### src/include/csr_defs.svh
//////////////////////////////////////////////////////////////////////
// constants shared by the machine-mode CSR file and its counter bank
// addresses, op codes, counter slots and reset values
//////////////////////////////////////////////////////////////////////
`ifndef CSR_DEFS_SVH
`define CSR_DEFS_SVH

// widths
`define CSR_XLEN          32
`define CSR_ADDR_W        12

// machine csr addresses
`define CSR_MSTATUS       12'h300
`define CSR_MISA          12'h301
`define CSR_MTVEC         12'h305
`define CSR_MEPC          12'h341
`define CSR_MCAUSE        12'h342
`define CSR_MHARTID       12'hF14

// debug csr addresses
`define CSR_DPC           12'h7B1
`define CSR_DSCRATCH0     12'h7B2

// counter window 0x780..0x79f, plus enable and mode regs
`define CSR_PCCR_PREFIX   7'h3C
`define CSR_PCCR_ALL      12'h79F
`define CSR_PCER          12'h7A0
`define CSR_PCMR          12'h7A1

// csr operations
`define CSR_OP_NONE       2'd0
`define CSR_OP_WRITE      2'd1
`define CSR_OP_SET        2'd2
`define CSR_OP_CLEAR      2'd3

// counter slots, 2 and 3 reserved
`define PERF_N_CNT        11
`define PERF_CYCLE        0
`define PERF_INSTR        1
`define PERF_IMISS        4
`define PERF_LOAD         5
`define PERF_STORE        6
`define PERF_JUMP         7
`define PERF_BRANCH       8
`define PERF_TAKEN        9
`define PERF_COMPRESSED   10

// reset and fixed values
`define PCMR_RESET        2'd3          // enabled, saturating
`define MSTATUS_MPP_M     2'b11         // machine mode only
`define MISA_VALUE        32'h40001104  // rv32imc

`endif

### src/source/csr_pkg.sv
//////////////////////////////////////////////////////////////////////
// types for the CSR file
// one data word decoded as mstatus or as mcause
//////////////////////////////////////////////////////////////////////
`include "csr_defs.svh"

package csr_pkg;

  // csr data word, three views of the same 32 bits
  typedef union packed {
    logic [`CSR_XLEN-1:0] raw;       // plain word

    struct packed {
      logic [18:0] zero3;
      logic [1:0]  mpp;              // previous privilege, always M
      logic [2:0]  zero2;
      logic        mpie;             // previous irq enable
      logic [2:0]  zero1;
      logic        mie;              // global irq enable
      logic [2:0]  zero0;
    } mstatus;

    struct packed {
      logic        irq;              // interrupt, not exception
      logic [25:0] zero0;
      logic [4:0]  code;             // exception / irq code
    } mcause;
  } csr_word_u;

endpackage

### src/source/csr_access_unit.sv
//////////////////////////////////////////////////////////////////////
// csr port front end: read mux over identity, trap and counter regs
// and the read-modify-write data and enable for csr operations
//////////////////////////////////////////////////////////////////////
`timescale 1ns/100ps
`include "csr_defs.svh"

module csr_access_unit
  import csr_pkg::*;
(
  // csr port
  input  logic                   csr_access_i,
  input  logic [`CSR_ADDR_W-1:0] csr_addr_i,
  input  logic [1:0]             csr_op_i,
  input  logic [`CSR_XLEN-1:0]   csr_wdata_i,
  output logic [`CSR_XLEN-1:0]   csr_rdata_o,

  // identity
  input  logic [`CSR_XLEN-1:0]   boot_addr_i,
  input  logic [3:0]             core_id_i,
  input  logic [5:0]             cluster_id_i,

  // read data from the register units
  input  csr_word_u              trap_rdata_i,
  input  logic                   trap_hit_i,
  input  logic [`CSR_XLEN-1:0]   perf_rdata_i,
  input  logic                   perf_hit_i,

  // write side towards the register units
  output csr_word_u              csr_wdata_o,
  output logic                   csr_we_o
);

  //////////////////////////////////////////////////////////////////////
  // read mux
  //////////////////////////////////////////////////////////////////////

  always_comb begin
    csr_rdata_o = '0;                               // unknown address
    case (csr_addr_i)
      `CSR_MISA: begin
        csr_rdata_o = `MISA_VALUE;
      end
      `CSR_MHARTID: begin
        // cluster at 10:5, core at 3:0
        csr_rdata_o = {21'b0, cluster_id_i, 1'b0, core_id_i};
      end
      `CSR_MTVEC: begin
        csr_rdata_o = {boot_addr_i[`CSR_XLEN-1:8], 8'h00}; // 256 byte aligned
      end
      default: begin
        if (trap_hit_i) begin
          csr_rdata_o = trap_rdata_i.raw;
        end else if (perf_hit_i) begin
          csr_rdata_o = perf_rdata_i;
        end
      end
    endcase
  end

  //////////////////////////////////////////////////////////////////////
  // read-modify-write
  //////////////////////////////////////////////////////////////////////

  always_comb begin
    case (csr_op_i)
      `CSR_OP_WRITE: csr_wdata_o.raw = csr_wdata_i;
      `CSR_OP_SET:   csr_wdata_o.raw = csr_wdata_i | csr_rdata_o;
      `CSR_OP_CLEAR: csr_wdata_o.raw = csr_rdata_o & ~csr_wdata_i;
      default:       csr_wdata_o.raw = csr_wdata_i;  // none, not written
    endcase
  end

  // identity csrs have no storage so writes to them just vanish
  assign csr_we_o = csr_access_i && (csr_op_i != `CSR_OP_NONE);

endmodule

### src/source/csr_trap_regs.sv
//////////////////////////////////////////////////////////////////////
// trap and debug csrs: mstatus, mepc, mcause, dpc, dscratch0
// software writes plus cause save and mret / dret sequencing
//////////////////////////////////////////////////////////////////////
`timescale 1ns/100ps
`include "csr_defs.svh"

module csr_trap_regs
  import csr_pkg::*;
(
  input  logic                   clk,
  input  logic                   rst_n,

  // software write
  input  logic [`CSR_ADDR_W-1:0] csr_addr_i,
  input  csr_word_u              csr_wdata_i,
  input  logic                   csr_we_i,

  // trap control
  input  logic [`CSR_XLEN-1:0]   pc_if_i,
  input  logic [`CSR_XLEN-1:0]   pc_id_i,
  input  logic                   csr_save_if_i,
  input  logic                   csr_save_id_i,
  input  logic                   csr_save_cause_i,
  input  logic [5:0]             csr_cause_i,
  input  logic                   csr_restore_mret_i,
  input  logic                   csr_restore_dret_i,

  output csr_word_u              trap_rdata_o,
  output logic                   trap_hit_o,
  output logic                   m_irq_enable_o,
  output logic [`CSR_XLEN-1:0]   mepc_o,
  output logic [`CSR_XLEN-1:0]   depc_o
);

  logic                 mie_q, mie_n;
  logic                 mpie_q, mpie_n;
  logic [5:0]           mcause_q, mcause_n;   // {irq, code}
  logic [`CSR_XLEN-1:0] mepc_q, mepc_n;
  logic [`CSR_XLEN-1:0] dpc_q, dpc_n;
  logic [`CSR_XLEN-1:0] dscratch0_q, dscratch0_n;

  // read side, also flags which addresses live here
  always_comb begin
    trap_rdata_o = '0;
    trap_hit_o   = 1'b1;
    case (csr_addr_i)
      `CSR_MSTATUS: begin
        trap_rdata_o.mstatus.mpp  = `MSTATUS_MPP_M;
        trap_rdata_o.mstatus.mpie = mpie_q;
        trap_rdata_o.mstatus.mie  = mie_q;
      end
      `CSR_MCAUSE: begin
        trap_rdata_o.mcause.irq  = mcause_q[5];
        trap_rdata_o.mcause.code = mcause_q[4:0];
      end
      `CSR_MEPC:      trap_rdata_o.raw = mepc_q;
      `CSR_DPC:       trap_rdata_o.raw = dpc_q;
      `CSR_DSCRATCH0: trap_rdata_o.raw = dscratch0_q;
      default:        trap_hit_o = 1'b0;
    endcase
  end

  // next state; trap events go last so they win over software
  always_comb begin
    mie_n       = mie_q;
    mpie_n      = mpie_q;
    mcause_n    = mcause_q;
    mepc_n      = mepc_q;
    dpc_n       = dpc_q;
    dscratch0_n = dscratch0_q;

    if (csr_we_i) begin
      case (csr_addr_i)
        `CSR_MSTATUS: begin
          mie_n  = csr_wdata_i.mstatus.mie;
          mpie_n = csr_wdata_i.mstatus.mpie;
        end
        `CSR_MCAUSE:    mcause_n    = {csr_wdata_i.mcause.irq, csr_wdata_i.mcause.code};
        `CSR_MEPC:      mepc_n      = csr_wdata_i.raw;
        `CSR_DPC:       dpc_n       = csr_wdata_i.raw;
        `CSR_DSCRATCH0: dscratch0_n = csr_wdata_i.raw;
        default: ;
      endcase
    end

    if (csr_save_cause_i) begin
      if (csr_save_if_i) begin
        mepc_n = pc_if_i;
        dpc_n  = pc_if_i;
      end else if (csr_save_id_i) begin
        mepc_n = pc_id_i;
        dpc_n  = pc_id_i;
      end
      mpie_n   = mie_q;                           // stack irq enable
      mie_n    = 1'b0;
      mcause_n = csr_cause_i;
    end else if (csr_restore_mret_i || csr_restore_dret_i) begin
      mie_n  = mpie_q;                            // unstack
      mpie_n = 1'b1;
    end
  end

  always_ff @(posedge clk or negedge rst_n) begin
    if (!rst_n) begin
      mie_q       <= 1'b0;
      mpie_q      <= 1'b0;
      mcause_q    <= '0;
      mepc_q      <= '0;
      dpc_q       <= '0;
      dscratch0_q <= '0;
    end else begin
      mie_q       <= mie_n;
      mpie_q      <= mpie_n;
      mcause_q    <= mcause_n;
      mepc_q      <= mepc_n;
      dpc_q       <= dpc_n;
      dscratch0_q <= dscratch0_n;
    end
  end

  assign m_irq_enable_o = mie_q;
  assign mepc_o         = mepc_q;
  assign depc_o         = dpc_q;

endmodule

### src/source/perf_counter_bank.sv
//////////////////////////////////////////////////////////////////////
// performance counters with event-enable (pcer) and mode (pcmr) regs
// events are registered one cycle before they bump a counter
//////////////////////////////////////////////////////////////////////
`timescale 1ns/100ps
`include "csr_defs.svh"

module perf_counter_bank (
  input  logic                   clk,
  input  logic                   rst_n,

  // csr port, write data already resolved
  input  logic                   csr_access_i,
  input  logic [`CSR_ADDR_W-1:0] csr_addr_i,
  input  logic [`CSR_XLEN-1:0]   csr_wdata_i,
  input  logic                   csr_we_i,

  // events
  input  logic                   if_valid_i,
  input  logic                   id_valid_i,
  input  logic                   is_compressed_i,
  input  logic                   is_decoding_i,
  input  logic                   imiss_i,
  input  logic                   pc_set_i,
  input  logic                   jump_i,
  input  logic                   branch_i,
  input  logic                   branch_taken_i,
  input  logic                   mem_load_i,
  input  logic                   mem_store_i,

  output logic [`CSR_XLEN-1:0]   perf_rdata_o,
  output logic                   perf_hit_o
);

  logic [`PERF_N_CNT-1:0] ev_in;                  // raw event per slot
  logic [`PERF_N_CNT-1:0] inc, inc_q;             // gated, registered
  logic [`PERF_N_CNT-1:0] pcer_q;                 // event enables
  logic [1:0]             pcmr_q;                 // {saturate, enable}
  logic [`CSR_XLEN-1:0]   cnt_rd [`PERF_N_CNT];   // counter values per slot

  logic                   is_pccr, is_pcer, is_pcmr;
  logic                   pccr_all;
  logic [4:0]             pccr_idx;

  //////////////////////////////////////////////////////////////////////
  // event gating
  //////////////////////////////////////////////////////////////////////

  always_comb begin
    ev_in                   = '0;                 // reserved slots stay low
    ev_in[`PERF_CYCLE]      = 1'b1;
    ev_in[`PERF_INSTR]      = if_valid_i;
    ev_in[`PERF_IMISS]      = imiss_i & ~pc_set_i;  // fetch stall, not redirect
    ev_in[`PERF_LOAD]       = mem_load_i;
    ev_in[`PERF_STORE]      = mem_store_i;
    ev_in[`PERF_JUMP]       = jump_i;
    ev_in[`PERF_BRANCH]     = branch_i;
    ev_in[`PERF_TAKEN]      = branch_taken_i;
    ev_in[`PERF_COMPRESSED] = id_valid_i & is_decoding_i & is_compressed_i;
  end

  assign inc = ev_in & pcer_q & {`PERF_N_CNT{pcmr_q[0]}};

  //////////////////////////////////////////////////////////////////////
  // address decode and read
  //////////////////////////////////////////////////////////////////////

  assign is_pccr    = csr_access_i && (csr_addr_i[11:5] == `CSR_PCCR_PREFIX);
  assign is_pcer    = csr_access_i && (csr_addr_i == `CSR_PCER);
  assign is_pcmr    = csr_access_i && (csr_addr_i == `CSR_PCMR);
  assign pccr_all   = (csr_addr_i == `CSR_PCCR_ALL);
  assign pccr_idx   = csr_addr_i[4:0];
  assign perf_hit_o = is_pccr | is_pcer | is_pcmr;

  always_comb begin
    perf_rdata_o = '0;
    if (is_pcer) begin
      perf_rdata_o[`PERF_N_CNT-1:0] = pcer_q;
    end else if (is_pcmr) begin
      perf_rdata_o[1:0] = pcmr_q;
    end else if (is_pccr) begin
      // 0x79f and slots past the bank fall through as zero
      for (int c = 0; c < `PERF_N_CNT; c++) begin
        if (pccr_idx == c[4:0]) perf_rdata_o = cnt_rd[c];
      end
    end
  end

  //////////////////////////////////////////////////////////////////////
  // counters
  //////////////////////////////////////////////////////////////////////

  for (genvar i = 0; i < `PERF_N_CNT; i++) begin : gen_cnt
    if (i == 2 || i == 3) begin : gen_rsvd
      assign cnt_rd[i] = '0;                      // reserved slot
    end else begin : gen_reg
      logic                 cnt_we;
      logic [`CSR_XLEN-1:0] cnt_q;

      assign cnt_we = csr_we_i && is_pccr && (pccr_all || pccr_idx == 5'(i));

      always_ff @(posedge clk or negedge rst_n) begin
        if (!rst_n) begin
          cnt_q <= '0;
        end else if (cnt_we) begin
          cnt_q <= csr_wdata_i;                   // write beats increment
        end else if (inc_q[i] && ((cnt_q != '1) || !pcmr_q[1])) begin
          cnt_q <= cnt_q + 32'd1;                 // wraps unless saturating
        end
      end

      assign cnt_rd[i] = cnt_q;
    end
  end

  // event-enable, mode and the registered increments
  always_ff @(posedge clk or negedge rst_n) begin
    if (!rst_n) begin
      pcer_q <= '0;
      pcmr_q <= `PCMR_RESET;
      inc_q  <= '0;
    end else begin
      if (csr_we_i && is_pcer) pcer_q <= csr_wdata_i[`PERF_N_CNT-1:0];
      if (csr_we_i && is_pcmr) pcmr_q <= csr_wdata_i[1:0];
      inc_q <= inc;
    end
  end

endmodule

### src/source/csr_file_top.sv
//////////////////////////////////////////////////////////////////////
// machine-mode CSR file top level
// access front end, trap registers and performance counter bank
//////////////////////////////////////////////////////////////////////
`timescale 1ns/100ps
`include "csr_defs.svh"

module csr_file_top
  import csr_pkg::*;
(
  input  logic                   clk,
  input  logic                   rst_n,

  // csr port
  input  logic                   csr_access_i,
  input  logic [`CSR_ADDR_W-1:0] csr_addr_i,
  input  logic [1:0]             csr_op_i,
  input  logic [`CSR_XLEN-1:0]   csr_wdata_i,
  output logic [`CSR_XLEN-1:0]   csr_rdata_o,

  // identity
  input  logic [`CSR_XLEN-1:0]   boot_addr_i,
  input  logic [3:0]             core_id_i,
  input  logic [5:0]             cluster_id_i,

  // trap control
  input  logic [`CSR_XLEN-1:0]   pc_if_i,
  input  logic [`CSR_XLEN-1:0]   pc_id_i,
  input  logic                   csr_save_if_i,
  input  logic                   csr_save_id_i,
  input  logic                   csr_save_cause_i,
  input  logic [5:0]             csr_cause_i,
  input  logic                   csr_restore_mret_i,
  input  logic                   csr_restore_dret_i,

  // counter events
  input  logic                   if_valid_i,
  input  logic                   id_valid_i,
  input  logic                   is_compressed_i,
  input  logic                   is_decoding_i,
  input  logic                   imiss_i,
  input  logic                   pc_set_i,
  input  logic                   jump_i,
  input  logic                   branch_i,
  input  logic                   branch_taken_i,
  input  logic                   mem_load_i,
  input  logic                   mem_store_i,

  output logic                   m_irq_enable_o,
  output logic [`CSR_XLEN-1:0]   mepc_o,
  output logic [`CSR_XLEN-1:0]   depc_o
);

  csr_word_u            trap_rdata;
  logic                 trap_hit;
  logic [`CSR_XLEN-1:0] perf_rdata;
  logic                 perf_hit;
  csr_word_u            csr_wdata;                // value after the op
  logic                 csr_we;

  csr_access_unit csr_access_unit_inst (
    .csr_access_i (csr_access_i),
    .csr_addr_i   (csr_addr_i),
    .csr_op_i     (csr_op_i),
    .csr_wdata_i  (csr_wdata_i),
    .csr_rdata_o  (csr_rdata_o),
    .boot_addr_i  (boot_addr_i),
    .core_id_i    (core_id_i),
    .cluster_id_i (cluster_id_i),
    .trap_rdata_i (trap_rdata),
    .trap_hit_i   (trap_hit),
    .perf_rdata_i (perf_rdata),
    .perf_hit_i   (perf_hit),
    .csr_wdata_o  (csr_wdata),
    .csr_we_o     (csr_we)
  );

  csr_trap_regs csr_trap_regs_inst (
    .clk                (clk),
    .rst_n              (rst_n),
    .csr_addr_i         (csr_addr_i),
    .csr_wdata_i        (csr_wdata),
    .csr_we_i           (csr_we),
    .pc_if_i            (pc_if_i),
    .pc_id_i            (pc_id_i),
    .csr_save_if_i      (csr_save_if_i),
    .csr_save_id_i      (csr_save_id_i),
    .csr_save_cause_i   (csr_save_cause_i),
    .csr_cause_i        (csr_cause_i),
    .csr_restore_mret_i (csr_restore_mret_i),
    .csr_restore_dret_i (csr_restore_dret_i),
    .trap_rdata_o       (trap_rdata),
    .trap_hit_o         (trap_hit),
    .m_irq_enable_o     (m_irq_enable_o),
    .mepc_o             (mepc_o),
    .depc_o             (depc_o)
  );

  perf_counter_bank perf_counter_bank_inst (
    .clk             (clk),
    .rst_n           (rst_n),
    .csr_access_i    (csr_access_i),
    .csr_addr_i      (csr_addr_i),
    .csr_wdata_i     (csr_wdata.raw),             // counters take the plain word
    .csr_we_i        (csr_we),
    .if_valid_i      (if_valid_i),
    .id_valid_i      (id_valid_i),
    .is_compressed_i (is_compressed_i),
    .is_decoding_i   (is_decoding_i),
    .imiss_i         (imiss_i),
    .pc_set_i        (pc_set_i),
    .jump_i          (jump_i),
    .branch_i        (branch_i),
    .branch_taken_i  (branch_taken_i),
    .mem_load_i      (mem_load_i),
    .mem_store_i     (mem_store_i),
    .perf_rdata_o    (perf_rdata),
    .perf_hit_o      (perf_hit)
  );

endmodule

### config.mk
export PLATFORM = sky130hd
export DESIGN_NAME = csr_file_top
export DESIGN_NICKNAME = d
export VERILOG_FILES = /design/src/source/csr_pkg.sv /design/src/source/csr_access_unit.sv /design/src/source/csr_trap_regs.sv /design/src/source/perf_counter_bank.sv /design/src/source/csr_file_top.sv
export VERILOG_INCLUDE_DIRS = /design/src /design/src/include
export SDC_FILE = /design/constraint.sdc
export NUM_CORES = 1
export LEC_CHECK = 0
export BUFFER_PORTS_ARGS = -buffer_cell sky130_fd_sc_hd__buf_2
export CORE_ASPECT_RATIO = 1.2
export CORE_MARGIN = 1.5
export CORE_UTILIZATION = 50
export CTS_CLUSTER_SIZE = 20
export DETAILED_ROUTE_END_ITERATION = 7
export GPL_ROUTABILITY_DRIVEN = 0
export PLACE_DENSITY = 0.69
export SETUP_SLACK_MARGIN = 0.5
export SYNTH_ARGS = -nofsm -noshare
export SYNTH_HDL_FRONTEND = slang
export SYNTH_HIERARCHICAL = 1
export SYNTH_SLANG_ARGS = --single-unit
### constraint.sdc
create_clock -name clk -period 6.1 [get_ports clk]
set_input_delay 1.83 -clock clk [delete_from_list [all_inputs] [get_ports clk]]
set_output_delay 1.83 -clock clk [all_outputs]
set_load 0.1 [all_outputs]
==> results of run 1 <==
flip-flops by register name (all words and copies together), names as in the netlist:
signal	flops
perf_counter_bank_inst/inc_q	9
perf_counter_bank_inst/pcmr_q	2
csr_trap_regs_inst/mpie_q	1
csr_trap_regs_inst/mcause_q	6
csr_trap_regs_inst/mepc_o	32
perf_counter_bank_inst/gen_cnt.gen_reg.cnt_q	288
csr_trap_regs_inst/m_irq_enable_o	1
csr_trap_regs_inst/depc_o	32
perf_counter_bank_inst/pcer_q	11
csr_trap_regs_inst/dscratch0_q	32
final cells by class:
cell class                      instances  area share
Antenna cell                            1   0.0000735
Clock buffer                           74      0.0417
Multi-Input combinational cell       2516       0.497
Clock inverter                          6     0.00320
Tap cell                              720      0.0265
Inverter                               74     0.00816
Sequential cell                       414       0.304
Timing Repair Buffer                  487       0.119
metal layers:
metal / GRT usage / up-vias / wire length (um)
li1: - / 13000 / -
met1: 0.440 / 14400 / 39800
met2: 0.626 / 1909 / 51600
met3: 0.0781 / 467 / 10900
met4: 0.244 / 2 / 7970
met5: 0 / - / 13
how the worst max path moves through the flow:
stage               slack, ns     startpoint  cells after the start               to
floorplan                0.06  csr_addr_i[6]                     11   csr_rdata_o[8]
detailed placement      -0.09  csr_addr_i[3]                     10   csr_rdata_o[0]
finish                   0.05  csr_addr_i[8]                     12  csr_rdata_o[30]
CTS                      0.12  csr_addr_i[3]                     12  csr_rdata_o[17]
global route             0.03  csr_addr_i[3]                     11  csr_rdata_o[30]
global placement        -0.11  csr_addr_i[1]                     12  csr_rdata_o[11]
cell usage in the layout, fill, tap and decap left out, types with 31 or more instances in the layout:
cell type / synthesis / routed
a21oi_1: 92 / 78
a222oi_1: 33 / 33
a22o_1: 43 / 43
a22oi_1: 67 / 43
a31oi_1: 171 / 171
and2_1: 32 / 32
and3_1: 54 / 53
and4_1: 47 / 47
buf_12: 0 / 53
buf_2: 29 / 226
buf_4: 9 / 168
clkbuf_16: 0 / 49
dfrtp_1: 412 / 412
inv_1: 74 / 74
mux2i_1: 116 / 116
mux4_2: 31 / 31
nand2_1: 338 / 334
nand3_1: 153 / 153
nand4_1: 75 / 75
nor2_1: 206 / 202
o211ai_1: 58 / 58
o21ai_0: 321 / 285
o21ai_1: 50 / 49
o21ai_4: 0 / 31
o31ai_1: 49 / 48
or3_1: 132 / 132
or4_1: 66 / 65
xnor2_1: 60 / 60
through the flow:
step | cell area, um^2 | setup WS [ns] | cells | hold slack (ns)
after detailed placement | 31500 | -0.0927 | 4163 | 0.483
after floorplan | 28500 | 0.0565 | 3266 | 0.464
final | 34000 | 0.0498 | 4292 | 0.499
after CTS | 33700 | 0.121 | 4272 | 0.500
after global routing | 34000 | 0.0252 | 4291 | 0.519
after global placement | 31500 | -0.110 | 4163 | 0.474
kinds of logic after synthesis:
family | count (synthesis)
xor+xnor | 75
compound gates | 994
fa+ha+maj | 9
flops | 414
mux | 191
buf+inv | 336
simple gates | 1247
critical path, stage by stage:
cell      delay [ns]
buf_2           0.12
and3b_2         0.27
and4_1          0.20
nand2b_1        0.15
or4_4           0.47
nor2b_4         0.16
buf_12          0.13
buf_12          0.12
buf_16          0.13
a22oi_2         0.07
o21ai_4         0.34
buf_12          0.22
repair_timing:
action	in CTS	in global routing
setup endpoints to repair	32	32
gates cloned	4	2
pin swaps	60	39
gates resized for setup	115	34
buffers inserted	25	17
report_power, final:
part / internal, W / switching (W) / total (W)
Clock: 0.00170 / 0.00119 / 0.00290
Combinational: 0.000342 / 0.00101 / 0.00135
Sequential: 0.00284 / 0.000112 / 0.00295
Total: 0.00488 / 0.00232 / 0.00720
==> impl_results.md, run 1 <==
* Status: complete, but fails checks
* Failing checks: DRC
* Post-synthesis sequential area ratio at 0.371
* Wirelength per Cell at 25.7 um
* Vias in the first global route at 28,600
* Clock Latency Late Sink at 0.61 ns
* Hold Path Stages at 1
* Multi-input gate area at 16,900 um^2
* Core ar. at 55,000 um^2
* Clk sinks at 414
* Clock buffer count from CTS at 46
* Starting DRT DRC Count at 3,456
* Worst hold path class: flop to flop
* First-pass iteration count of the detailed router at 8
* Area added between synthesis and finish at 21.7%
* Worst hold start: csr_trap_regs_inst/dscratch0_q[9]
* Sum of negative setup slack at 0 ns
* Mapped Cells at 3,266
* Row count at 94
* Post-synthesis mux area share at 0.0856
* Peak VDD IR at 0.186 mV
* Layout Nets at 3,725
* Critical Path RT at 4.27 ns
* Mapped Nets at 3,452
* Slew Limit Fails at 0
* Area leader, netlist: dfrtp_1
* CTS root buf: clkbuf_16
* Largest family of logic cells by synthesized area: simple AND/OR/NAND/NOR gates
* Worst reg2reg path depth at 11
* Clock transition at path regs at 0.06 ns
* Fraction of registers with async set/reset at 1.00
* Drt drc at 1
* Number of flops mapped to enable cells by yosys at 0
* RSZ-0062 raised after global routing: yes
* Xor/xnor share of the synthesized area at 0.0235
* Top cells by count, synth: 412 x dfrtp_1, 338 x nand2_1, 321 x o21ai_0
* Total number of vias at 29,700
* First-pass GRT wire length at 166,000 um
* Final period util at 0.992
* Die Height at 262 um
* Synth area leaders: dfrtp_1 37%, o21ai_0 5.7%, nand2_1 4.5%, mux2i_1 4.2%, a31oi_1 3.8%
* Die W at 219 um
* GRT Util Overall at 0.376
* Final setup fails at 0
* Yosys reg bits at 414
* Detailed-route wire length at 110,000 um
* Synth Area in Adders at 0.00403
* Initial antenna violation count at 2
* Max H-tree Level at 2
* Prevailing post-synth register cell: dfrtp_1
* LEAKAGE at 14.2 nW
* Most common cell in the synthesized netlist: dfrtp_1
* Total power at 0.00720 W
* Synth Area in Compound Gates at 0.227
* P per Cell Area at 212 nW/um^2
* Register area at 10,400 um^2
* Post-DP HPWL at 78,800 um
* Minimum clock period at 6.05 ns
* Largest net degree at the start of global routing at 118
* Worst-Margin Slew at 1.38 ns
* Yosys top cell area share at 0.369
* CP Class: input port to output pin
* Top-level I/O count at 274
* Die area at 57,300 um^2
* Simple-Gate Fraction of Synth Area at 0.239
* Maximum root-to-sink buffer count at 3
* Endpoints failing hold at 0
* Critical-path maximum fanout at 6
* Avg Cell Area, Syn at 8.56 um^2
* Critical path arrival at 4.22 ns
* Synthesized cell area at 28,000 um^2
* Hold_buf cts at 0
* Synth unique cells at 88
* Crit path launch type: input port
* Setup crit end kind: output pin
* CTS tree: yes
* Skew final at 0.0330 ns
* Initial core utilization at 0.508
* Maxcap violations at 0
* Core Util, Final at 0.618
* Fmax achieved at 0.165 GHz
* Fillers at 4,611
* Vias per Instance at 6.92
* Yosys warns at 6
* Ratio of cells with drive above 1 in the final layout at 0.214
* Gr ovfl total at 0
* Worst Hold End: csr_trap_regs_inst/dscratch0_q[9]
* R2r setup slk at 2.60 ns
* Port Buffers at 265
* Post-DRT Antenna Nets at 0
* Relative slew slack at 0.0720
Note: power is estimated with default switching activity, not from simulation.
==> run 2: changes to the inputs <==
--- a/config.mk
+++ b/config.mk
@@ -6,15 +6,15 @@
 export SDC_FILE = /design/constraint.sdc
 export NUM_CORES = 1
 export LEC_CHECK = 0
-export BUFFER_PORTS_ARGS = -buffer_cell sky130_fd_sc_hd__buf_2
-export CORE_ASPECT_RATIO = 1.2
+export BUFFER_PORTS_ARGS = -buffer_cell sky130_fd_sc_hd__clkbuf_2
+export CORE_ASPECT_RATIO = 1.1
 export CORE_MARGIN = 1.5
 export CORE_UTILIZATION = 50
 export CTS_CLUSTER_SIZE = 20
 export DETAILED_ROUTE_END_ITERATION = 7
 export GPL_ROUTABILITY_DRIVEN = 0
 export PLACE_DENSITY = 0.69
-export SETUP_SLACK_MARGIN = 0.5
+export SETUP_SLACK_MARGIN = 0.1
 export SYNTH_ARGS = -nofsm -noshare
 export SYNTH_HDL_FRONTEND = slang
 export SYNTH_HIERARCHICAL = 1
==> run 2 against run 1 <==
The run ends with DRC, setup timing left; cell count grew 0.70%; power increased by 3.0%; via count rose by 1.5%; clock power increased by 6.9%; core utilization down 0.059 points; largest power group is now clock.
==> impl_results.md, run 2 (same netlist as run 1, synthesis figures left out) <==
* Vias in the first global route at 28,200
* Setup crit end kind: output pin
* Sum of negative setup slack at -0.275 ns
* Fin Hold WS at 0.497 ns
* Hold_buf cts at 0
* Critical Path RT at 4.27 ns
* CP most frequent cell: buf_12
* Combinational share of power at 0.184
* LEAKAGE at 14.3 nW
* Row count at 90
* Top-level I/O count at 274
* Largest delay share family, worst path: compound AO/OA/AOI/OAI gates
* Crit path launch type: input port
* Clock Latency Late Sink at 0.62 ns
* Area added between synthesis and finish at 21.7%
* Largest net degree at the start of global routing at 117
* Fillers at 4,683
* Post-DP HPWL at 82,700 um
* Initial core utilization at 0.508
* Design Area, Final at 34,000 um^2
* Worst hold path class: flop to flop
* Switching pwr at 0.00240 W
* First-pass GRT wire length at 173,000 um
* P per Cell Area at 218 nW/um^2
* Die Height at 251 um
* Drt drc at 6
* Cells after DPL at 4,210
* CP startpoint: csr_addr_i[1]
* Initial antenna violation count at 4
* Number of flip-flops in the largest register at 288
* Placed cell areas at 31,800 um^2
* Worst hold start: csr_trap_regs_inst/dscratch0_q[2]
* Die area at 57,300 um^2
* Final setup fails at 6
* GRT Util Overall at 0.396
* Leading cell type in the layout, fill and taps excluded: dfrtp_1
* Clk sinks at 414
* Minimum clock period at 6.27 ns
* Worst reg2reg path depth at 13
* Vias per Instance at 6.98
* Clock buffer count from CTS at 48
* Gr ovfl total at 0
* Cell Int Power at 0.00501 W
* Layout Nets at 3,729
* Worst-Margin Slew at 1.39 ns
* Maxcap violations at 0
* Switching Share at 0.324
* Post-DRT Antenna Nets at 0
* Seq pwr share at 0.399
* Skew final at 0.0272 ns
* Post-Layout Cell Count at 4,322
* Starting DRT DRC Count at 4,297
* Clock power share at 0.417
* Peak VDD IR at 0.212 mV
* Detailed-route wire length at 117,000 um
* Register area at 10,400 um^2
* Maximum root-to-sink buffer count at 3
* Wirelength per Cell at 27.1 um
* Clock transition at path regs at 0.07 ns
* First-pass iteration count of the detailed router at 8
* CP cell instances: buf_8 -> or4_4 -> buf_12 -> buf_16 -> o211ai_1 -> a222oi_1 -> o2bb2ai_1 -> a22o_1 -> a22oi_2 -> nand2_2 -> buf_12
* Critical path arrival at 4.44 ns
* Most frequent cells in the layout: 412 x dfrtp_1, 336 x nand2_1, 280 x o21ai_0
* CTS tree: yes
* Ratio of cells with drive above 1 in the final layout at 0.212
* Bufs and invs on worst path at 4
* Final period util at 1.03
* CP peak stage delay at 0.63 ns
* Biggest register: perf_counter_bank_inst/gen_cnt.gen_reg.cnt_q
* Fmax achieved at 0.159 GHz
* Core ar. at 55,100 um^2
* Endpoints failing hold at 0
* Failing checks: DRC, setup timing
* Port Buffers at 265
* Multi-input gate area at 16,900 um^2
* Relative slew slack at 0.0729
* Critical-path maximum fanout at 6
* Worst setup margin at -0.174 ns
* CTS root buf: clkbuf_16
* Slowest cell on the critical path: or4_4
* Status: complete, but fails checks
* Slew Limit Fails at 0
* CP Depth at 11
* Total number of vias at 30,200
* Hold Path Stages at 1
* Die W at 228 um
* RSZ-0062 raised after global routing: yes
* Max H-tree Level at 2
* CP Class: input port to output pin
-- run 2: timing repair --
item,4_1_cts,5_1_grt
gates resized for setup,51,36
endpoints found under the setup margin,32,32
hold endpoints to repair,0,0
buffers inserted,10,4
pin swaps,40,55
gates cloned,3,2
-- run 2: stage by stage --
| step | power [W] | setup slack [ns] | util |
|---|---|---|---|
| finish | 0.00742 | -0.174 | 0.618 |
| global route | 0.00760 | -0.0216 | 0.618 |
| CTS | 0.00738 | 0.0121 | 0.614 |
| floorplan | 0.00380 | 0.0211 | - |
| detailed placement | 0.00431 | -0.219 | 0.577 |
| global placement | 0.00428 | -0.226 | 0.577 |
-- run 2: path summary, 6_finish.rpt --
check / endpoint / slack, ns
min reg2reg: csr_trap_regs_inst/dscratch0_q[2] / 0.50
max in group asynchronous: async pin / 3.73
max: csr_rdata_o[9] / -0.17
min in group asynchronous: async pin / 1.25
max reg2reg: perf_counter_bank_inst/pcer_q[6] / 2.17
min: csr_trap_regs_inst/dscratch0_q[2] / 0.50
-- run 2: area by class of cell --
class	instances	area share
Multi-Input combinational cell	2516	0.496
Clock buffer	71	0.0399
Antenna cell	3	0.000221
Clock inverter	19	0.00846
Sequential cell	414	0.305
Tap cell	736	0.0271
Timing Repair Buffer	489	0.116
Inverter	74	0.00817
-- run 2: power by group through the flow --
stage | sequential [W] | combinational, W | clock [W]
3_3_place_gp | 0.00299 | 0.00129 | 0
2_1_floorplan | 0.00335 | 0.000449 | 0
4_1_cts | 0.00295 | 0.00133 | 0.00310
3_5_place_dp | 0.00300 | 0.00131 | 0
6_report | 0.00296 | 0.00136 | 0.00310
5_1_grt | 0.00296 | 0.00142 | 0.00322
-- run 2: worst reg2reg max path: cells and delay by family, from the launching register on --
| kind | cells | cell delay [ns] |
|---|---|---|
| flops | 1 | 0.46 |
| mux | 2 | 0.98 |
| simple gates | 1 | 0.10 |
| compound gates | 6 | 1.69 |
| buf+inv | 4 | 0.56 |
-- run 2: metal layers --
layer | up-vias | GRT usage | share of wire
met5 | - | 0 | 0
met4 | 0 | 0.316 | 0.094
met3 | 514 | 0.0795 | 0.11
met2 | 2071 | 0.602 | 0.44
met1 | 14600 | 0.491 | 0.36
li1 | 13000 | - | -
